### src/cpu_settings.svh
`ifndef CPU_SETTINGS_SVH
`define CPU_SETTINGS_SVH

// width of one data byte
// also the width of an opcode and of an operand
`define CPU_DATA_WIDTH 8

// address width
// 8 bits gives the full 256-byte space
`define CPU_ADDR_WIDTH 8

// cycles the test memory counts before strobing ready
// an access then lasts this many cycles plus one
`define RAM_WAIT_CYCLES 2

`endif
### src/isa_pkg.sv
`include "cpu_settings.svh"

package isa_pkg;

	// one data byte
	typedef logic [`CPU_DATA_WIDTH-1:0] data_t;

	// one memory address
	typedef logic [`CPU_ADDR_WIDTH-1:0] addr_t;

	// first byte of each two-byte instruction
	// codes not listed here execute as no-ops
	typedef enum logic [`CPU_DATA_WIDTH-1:0]
	{
		OP_LDI = 'h01,
		OP_LDA = 'h02,
		OP_STA = 'h03,
		OP_ADD = 'h04,
		OP_SUB = 'h05,
		OP_AND = 'h06,
		OP_JZ  = 'h07,
		OP_JMP = 'h08,
		OP_OUT = 'h09,
		OP_HLT = 'h0a
	} opcode_e;

	// alu function select
	typedef enum logic [1:0]
	{
		ALU_ADD,
		ALU_SUB,
		ALU_AND,
		ALU_PASS
	} alu_op_e;

	// core sequencing states
	typedef enum logic [2:0]
	{
		FETCH_OP,
		FETCH_ARG,
		EXECUTE,
		MEM_ACCESS,
		HALTED
	} core_state_e;

endpackage

### src/bus_pkg.sv
package bus_pkg;
	import isa_pkg::*;

	// direction of a memory access
	typedef enum logic
	{
		RDWR_READ = 1'b0,
		RDWR_WRITE = 1'b1
	} rdwr_e;

	// request from core to memory
	// held stable by the core until ready comes back
	typedef struct packed
	{
		// request open
		logic req;
		// read or write
		rdwr_e which;
		// byte address
		addr_t addr;
		// store data, ignored on reads
		data_t wdata;
	} mem_req_t;

endpackage

### src/cpu_system.sv
`timescale 1ns/1ps

module cpu_system
	import isa_pkg::*;
	import bus_pkg::*;
(
	input logic __clk,
	input logic rst,
	input logic load_we,
	input addr_t load_addr,
	input data_t load_data,
	output logic out_valid,
	output data_t out_data,
	output logic halted
);

	// core to memory bus
	mem_req_t mem_req;
	data_t rdata;
	logic ready;

	cpu_core core
	(
		.__clk(__clk),
		.rst(rst),
		.mem_req(mem_req),
		.rdata(rdata),
		.ready(ready),
		.out_valid(out_valid),
		.out_data(out_data),
		.halted(halted)
	);

	// host port loads program while core sits in reset
	test_ram ram
	(
		.__clk(__clk),
		.rst(rst),
		.mem_req(mem_req),
		.rdata(rdata),
		.ready(ready),
		.load_we(load_we),
		.load_addr(load_addr),
		.load_data(load_data)
	);

endmodule

### src/test_ram.sv
`timescale 1ns/1ps
`include "cpu_settings.svh"

module test_ram
	import isa_pkg::*;
	import bus_pkg::*;
(
	input logic __clk,
	input logic rst,
	input mem_req_t mem_req,
	output data_t rdata,
	output logic ready,
	input logic load_we,
	input addr_t load_addr,
	input data_t load_data
);

	localparam int WAIT_CYCLES = `RAM_WAIT_CYCLES;
	localparam int DEPTH = 2 ** `CPU_ADDR_WIDTH;
	// one spare state so a zero wait still gets a real counter
	localparam int CNT_W = $clog2(WAIT_CYCLES + 2);

	data_t mem [DEPTH];
	logic [CNT_W-1:0] wait_cnt;

	// strobe once the count reaches the wait, then restart
	assign ready = mem_req.req && (wait_cnt == CNT_W'(WAIT_CYCLES));

	// async read, valid in the ready cycle
	assign rdata = mem[mem_req.addr];

	// wait counter
	// counts from the first cycle req is seen
	always_ff @(posedge __clk)
	begin
		if (rst)
			wait_cnt <= '0;
		else if (ready)
			wait_cnt <= '0;
		else if (mem_req.req)
			wait_cnt <= wait_cnt + 1'b1;
	end

	// array writes
	// contents kept through rst so a loaded program stays put
	always_ff @(posedge __clk)
	begin
		// core store lands on the ready edge
		if (ready && (mem_req.which == RDWR_WRITE))
			mem[mem_req.addr] <= mem_req.wdata;
		// host port last, it wins a clash
		if (load_we)
			mem[load_addr] <= load_data;
	end

endmodule

### src/cpu_core.sv
`timescale 1ns/1ps

module cpu_core
	import isa_pkg::*;
	import bus_pkg::*;
(
	input logic __clk,
	input logic rst,
	output mem_req_t mem_req,
	input data_t rdata,
	input logic ready,
	output logic out_valid,
	output data_t out_data,
	output logic halted
);

	core_state_e state;
	opcode_e opcode;
	data_t operand;
	addr_t pc;
	data_t acc;
	logic zero_flag;
	mem_req_t req_q;
	logic advance;
	logic is_mem_op;
	logic take_jump;
	addr_t next_pc;
	alu_op_e alu_op;
	data_t alu_b;
	data_t alu_result;
	logic alu_zero;

	// build an open request
	function automatic mem_req_t make_req(rdwr_e which, addr_t addr, data_t wdata);
		mem_req_t r;
		r.req = 1'b1;
		r.which = which;
		r.addr = addr;
		r.wdata = wdata;
		return r;
	endfunction

	// freeze while a request is open and memory has not answered
	assign advance = !req_q.req || ready;

	// instructions needing a data access after execute
	assign is_mem_op = (opcode == OP_LDA) || (opcode == OP_STA) || (opcode == OP_ADD)
		|| (opcode == OP_SUB) || (opcode == OP_AND);

	// branch resolution, uses the flag from the previous acc write
	assign take_jump = (opcode == OP_JMP) || ((opcode == OP_JZ) && zero_flag);
	assign next_pc = take_jump ? addr_t'(operand) : pc;

	// opcode to alu function
	// LDI and LDA both use the pass path
	always_comb
	begin
		case (opcode)
			OP_ADD:
				alu_op = ALU_ADD;
			OP_SUB:
				alu_op = ALU_SUB;
			OP_AND:
				alu_op = ALU_AND;
			default:
				alu_op = ALU_PASS;
		endcase
	end

	// memory data in the access state, immediate otherwise
	assign alu_b = (state == MEM_ACCESS) ? rdata : operand;

	cpu_alu alu
	(
		.op(alu_op),
		.a(acc),
		.b(alu_b),
		.result(alu_result),
		.zero(alu_zero)
	);

	always_ff @(posedge __clk)
	begin
		if (rst)
		begin
			state <= FETCH_OP;
			pc <= '0;
			acc <= '0;
			zero_flag <= 1'b0;
			req_q.req <= 1'b0;
		end
		else if (advance)
		begin
			case (state)
				FETCH_OP:
				begin
					if (!req_q.req)
					begin
						// only right after reset, no fetch open yet
						req_q <= make_req(RDWR_READ, pc, acc);
					end
					else
					begin
						opcode <= opcode_e'(rdata);
						pc <= pc + 1'b1;
						// operand fetch goes out back to back
						req_q <= make_req(RDWR_READ, pc + 1'b1, acc);
						state <= FETCH_ARG;
					end
				end
				FETCH_ARG:
				begin
					operand <= rdata;
					pc <= pc + 1'b1;
					req_q.req <= 1'b0;
					state <= EXECUTE;
				end
				EXECUTE:
				begin
					// immediate load
					if (opcode == OP_LDI)
					begin
						acc <= alu_result;
						zero_flag <= alu_zero;
					end
					if (opcode == OP_HLT)
						state <= HALTED;
					else if (is_mem_op)
					begin
						// data access at the operand address
						req_q <= make_req((opcode == OP_STA) ? RDWR_WRITE : RDWR_READ,
							addr_t'(operand), acc);
						state <= MEM_ACCESS;
					end
					else
					begin
						// jumps, OUT, LDI and no-ops
						pc <= next_pc;
						req_q <= make_req(RDWR_READ, next_pc, acc);
						state <= FETCH_OP;
					end
				end
				MEM_ACCESS:
				begin
					// store leaves acc and flag alone
					if (opcode != OP_STA)
					begin
						acc <= alu_result;
						zero_flag <= alu_zero;
					end
					req_q <= make_req(RDWR_READ, pc, acc);
					state <= FETCH_OP;
				end
				HALTED:
				begin
					// parked until rst
					state <= HALTED;
				end
				default:
				begin
					state <= FETCH_OP;
				end
			endcase
		end
	end

	assign mem_req = req_q;

	// output strobe for one execute cycle of OUT
	assign out_valid = (state == EXECUTE) && (opcode == OP_OUT);
	assign out_data = acc;
	assign halted = (state == HALTED);

endmodule

### src/cpu_alu.sv
`timescale 1ns/1ps

module cpu_alu
	import isa_pkg::*;
(
	input alu_op_e op,
	input data_t a,
	input data_t b,
	output data_t result,
	output logic zero
);

	// a is always the accumulator
	// b is the operand byte or the memory read data
	always_comb
	begin
		case (op)
			// add and sub wrap modulo 256
			ALU_ADD:
				result = a + b;
			ALU_SUB:
				result = a - b;
			ALU_AND:
				result = a & b;
			// loads pass b straight through
			default:
				result = b;
		endcase
	end

	// zero flag source for every accumulator write
	assign zero = (result == '0);

endmodule

### config.mk
export PLATFORM = sky130hd
export DESIGN_NAME = cpu_system
export DESIGN_NICKNAME = d
export VERILOG_FILES = /design/src/isa_pkg.sv /design/src/bus_pkg.sv /design/src/cpu_system.sv /design/src/test_ram.sv /design/src/cpu_core.sv /design/src/cpu_alu.sv
export VERILOG_INCLUDE_DIRS = /design/src
export SDC_FILE = /design/constraint.sdc
export NUM_CORES = 2
export LEC_CHECK = 0
export BUFFER_PORTS_ARGS = -buffer_cell sky130_fd_sc_hd__buf_4
export CAP_MARGIN = 20
export CELL_PAD_IN_SITES_DETAIL_PLACEMENT = 1
export CELL_PAD_IN_SITES_GLOBAL_PLACEMENT = 1
export CORE_MARGIN = 8
export CORE_UTILIZATION = 60
export DETAILED_ROUTE_END_ITERATION = 8
export HOLD_SLACK_MARGIN = 0.06
export PLACE_DENSITY_LB_ADDON = 0.1
export SETUP_SLACK_MARGIN = 0.02
export SYNTH_ARGS = -nofsm -noshare
export SYNTH_HDL_FRONTEND = slang
export SYNTH_SLANG_ARGS = --single-unit
export TNS_END_PERCENT = 10
### constraint.sdc
create_clock -name __clk -period 12 [get_ports __clk]
set_clock_uncertainty 0.1 [all_clocks]
set_input_delay 0 -clock __clk [delete_from_list [all_inputs] [get_ports __clk]]
set_output_delay 0 -clock __clk [all_outputs]
set_load 0.01 [all_outputs]
==> key figures <==
Logic synthesis
  – Ys Warns: 0
  – Post-synth top area cell: edfxtp_1
  – Main synth FF type: edfxtp_1
  – Synth top area cells: edfxtp_1 (56%), mux2_2 (21%), mux4_2 (8.5%)
  – Yosys cell types: 90
  – Cell area after synthesis: approximately 0.11 mm^2
  – Synth Net Count: 7,239
  – Flop and latch count out of synthesis: 2,112
  – Syn Area/Cell: 15.4 um^2
  – Sequential fraction of the synthesis area: about 57%
  – EDFF count, synth: 2,081
  – Post-Syn Instances: just over 7k
  – Ys async rst share: 0%
  – Yosys top cell area share: between 50 and 60%
  – Most numerous cell in the Yosys netlist: edfxtp_1
  – Post-synth top cells: edfxtp_1 (2,081), mux2_2 (2,067), clkbuf_1 (617), mux4_2 (416), nor2_1 (282)

Cells and area
  – Non-Filler Instances: a little under 10k
  – Nets: 6,969
  – Fillers: between 15k and 20k
  – Register Area: 0.0631 mm^2
  – Layout area overhead: 8.26%
  – Multi-input gate area: 0.0442 mm^2
  – Layout cell share with drive strength beyond 1: 43.5%
  – Finished Cell Area: 0.120 mm^2

Setup path
  – CP arrival: 8910 ps
  – CP max-delay cell: a21oi_1
  – CP Class: flip-flop to flip-flop
  – Crit path depth: 21
  – Critical path, cell by cell: buf_12 > nor2b_1 > a22oi_1 > a21oi_1 > nor2_1 > a32oi_1 > a31oi_2 > nand3_4 > nand2_1 > xor2_1 > ha_1 > a21boi_0 > o21ai_0 > a21oi_1 > o21a_1 > nor3_1 > nor2_1 > mux2_4 > o31ai_2 > a21o_1 > a21oi_2
  – Setup crit end kind: flip-flop
  – Cell class contributing the biggest share of worst-path delay: compound AO/OA/AOI/OAI gates
  – Critical path's largest stage delay: 930 ps
  – Bufs and invs on worst path: 1
  – Req. time, crit path: 12,610 ps
  – Setup crit start kind: flip-flop
  – Reg2reg path depth: 21
  – Crit-path max FO: 71

STA
  – Tmin final: 8300 ps
  – Max Slew Vio Count: 0
  – Worst Tran Pin Value: between 1000 and 1500 ps
  – Max-Slew Margin vs Limit: 3.57%
  – Final hold vios: 0
  – RSZ-0062 raised after global routing: no
  – Final TNS setup: 0 ps
  – Final hold slack: 143 ps
  – Min setup slack post-route: 3700 ps
  – Final period util: 69.2%
  – FMAX: 120 MHz
  – Final setup violation count: 0

Global routing
  – Gr usage total: 38.9%
  – Largest net degree at the start of global routing: 192
  – Initial antenna violation count: 32
  – Grt total ovfl: 0
  – Vias in the first global route: slightly above 70k
  – First-pass GRT wire length: approximately 560 mm

Power and ir drop
  – Sequential share of power: between 30% and 40%
  – Leak pwr: 38.6 nW
  – Sw power: 0.00856 W
  – Peak VDD IR: 0.000295 V
  – Switching Share: a little over a third
  – Combinational Power Share: a little over a third
  – Int Pwr: 0.0157 W
  – Power Dens Cells: between 200 and 250 mW/mm^2
  – Clock power share: 27.6%

Clock tree
  – Post-CTS sizing: 0
  – CTS clk-pin slew, worst paths: 60 ps
  – Insertion delay to the later sink of the worst-skew pair: 900 ps
  – TritonCTS Buffers: 220
  – Htree depth: 4
  – TritonCTS clock tree: done
  – Sink Count: 2,112
  – Root Driver: clkbuf_16
  – Clock Path Buffers: 3

Place
  – Port buffer count: 28
  – DP Area: 0.113 mm^2
  – GPL Wtd Cong: 0.920
  – Pre-CTS WS: 4140 ps
  – Detailed placement HPWL: 237 mm
  – Cell total after placement: 9,138

Routing
  – Drt wl/cell: 41.3 um
  – Routed Antenna Nets: 0
  – Routed via count: 73.0k
  – Final WL: 397 mm
  – Residual DRC: 0
  – Via/cell ratio: 7.60
  – DR pass1 iterations: 9
  – Initial DRC count: about 11k

Die
  – Rows: 157
  – Die Width: roughly 450 um
  – Die Y: 446 um
  – Core area: 0.183 mm^2
  – Starting Density: between 60% and 70%
  – I/O pin cnt: 29
  – Die area: 0.199 mm^2

Job
  – Maxcap violations: 0

Hold path
  – Worst hold path cell count: 4
  – Min-delay worst type: primary input to flip-flop

Run status
  – Outcome: completed
-- cells in the final DEF (no fill, tap or decap), drive strengths merged, types with 6 or more instances in the layout --
master / count
a22oi: 130
nor2: 284
nand4: 20
buf: 261
clkbuf: 274
and2: 25
diode: 22
a22o: 23
mux4: 422
o31ai: 8
dlygate4sd3: 19
o22ai: 204
or3: 10
o211ai: 9
nand2b: 20
nand3: 67
a31oi: 16
inv: 24
mux2: 2069
bufinv: 14
mux2i: 256
nor2b: 40
o21ai: 111
ha: 11
a21oi: 100
a211oi: 18
o41ai: 6
dfxtp: 31
a32oi: 7
nor3: 34
nor4: 12
nand2: 278
nand3b: 6
and3: 19
edfxtp: 2081
a221oi: 15
clkinv: 109
xor2: 8
-- worst paths after layout --
path	start	to	slack, ps
worst max-delay path	flip-flop	core.out_data[7]$_SDFFE_PP0P_	3700
worst min-delay path	load_addr[7]	ram.mem[218][7]$_DFFE_PP_	140
worst min register to register	ram.wait_cnt[1]$_SDFFE_PP0P_	ram.wait_cnt[1]$_SDFFE_PP0P_	430
worst max register to register	flip-flop	core.out_data[7]$_SDFFE_PP0P_	3700
-- state kept, by name, summed over array words and instances, names as in the netlist, named ones only --
| register | cells |
|---|---|
| ram.mem | 2048 |
| core.zero_flag | 1 |
| core.opcode | 8 |
| core.state | 3 |
| core.operand | 8 |
| core.pc | 8 |
| core.out_data | 8 |
| ram.wait_cnt | 2 |
| core.mem_req | 18 |
-- routing by layer --
metal	global-route usage, %	routed length, um
met2	57.8	178000
met4	19.9	23200
met5	0.120	304
met3	11.2	51100
met1	52.5	145000
-- power by group through the flow --
stage          logic, W  clock network [W]  registers [W]
2_1_floorplan   0.00561                  0        0.00883
3_3_place_gp    0.00810                  0        0.00898
3_5_place_dp    0.00833                  0        0.00898
4_1_cts         0.00841            0.00670        0.00883
5_1_grt         0.00887            0.00693        0.00883
6_report        0.00877            0.00670        0.00883
-- cells by family after synthesis --
kind of cell               synth area share (%)
buffers and inverters                      3.22
adders and majority gates                 0.142
and+or+nand+nor                            3.41
xor gates and xnor gates                 0.0870
muxes                                      32.0
AOI/OAI and AO/OA                          4.18
DFF                                        57.0
-- worst register-to-register path, delay by kind of cell (launching register included) --
family                     cells  cell delay, ps
muxes                          1             300
adders and majority gates      1             320
AOI/OAI and AO/OA             11            3410
DFF                            1             880
buffers and inverters          1             620
xor gates and xnor gates       1             170
and+or+nand+nor                6            2340
-- area by class of cell --
cell class              count  share of cell area (%)
diodes                     22                  0.0459
clock buffers             271                    4.81
clock inverters           132                   0.875
inverters                  19                  0.0595
multi-input cells        4302                    36.9
flip-flops and latches   2112                    52.7
well taps                2464                    2.57
repair buffers            283                    2.11
-- what timing repair did --
action | in CTS | in global routing
hold buffers | 15 | 4
setup buffers | 0 | 0
setup endpoints to repair | 0 | 0
endpoints found under the hold margin | 998 | 5
-- stage by stage --
stage | util [%] | total power (W)
after global placement | 61.3 | 0.0171
after global routing | 65.4 | 0.0246
after CTS | 65.2 | 0.0239
final | 65.4 | 0.0243
after detailed placement | 61.4 | 0.0173
after floorplan | - | 0.0144
(Power assumes the default switching activity.)
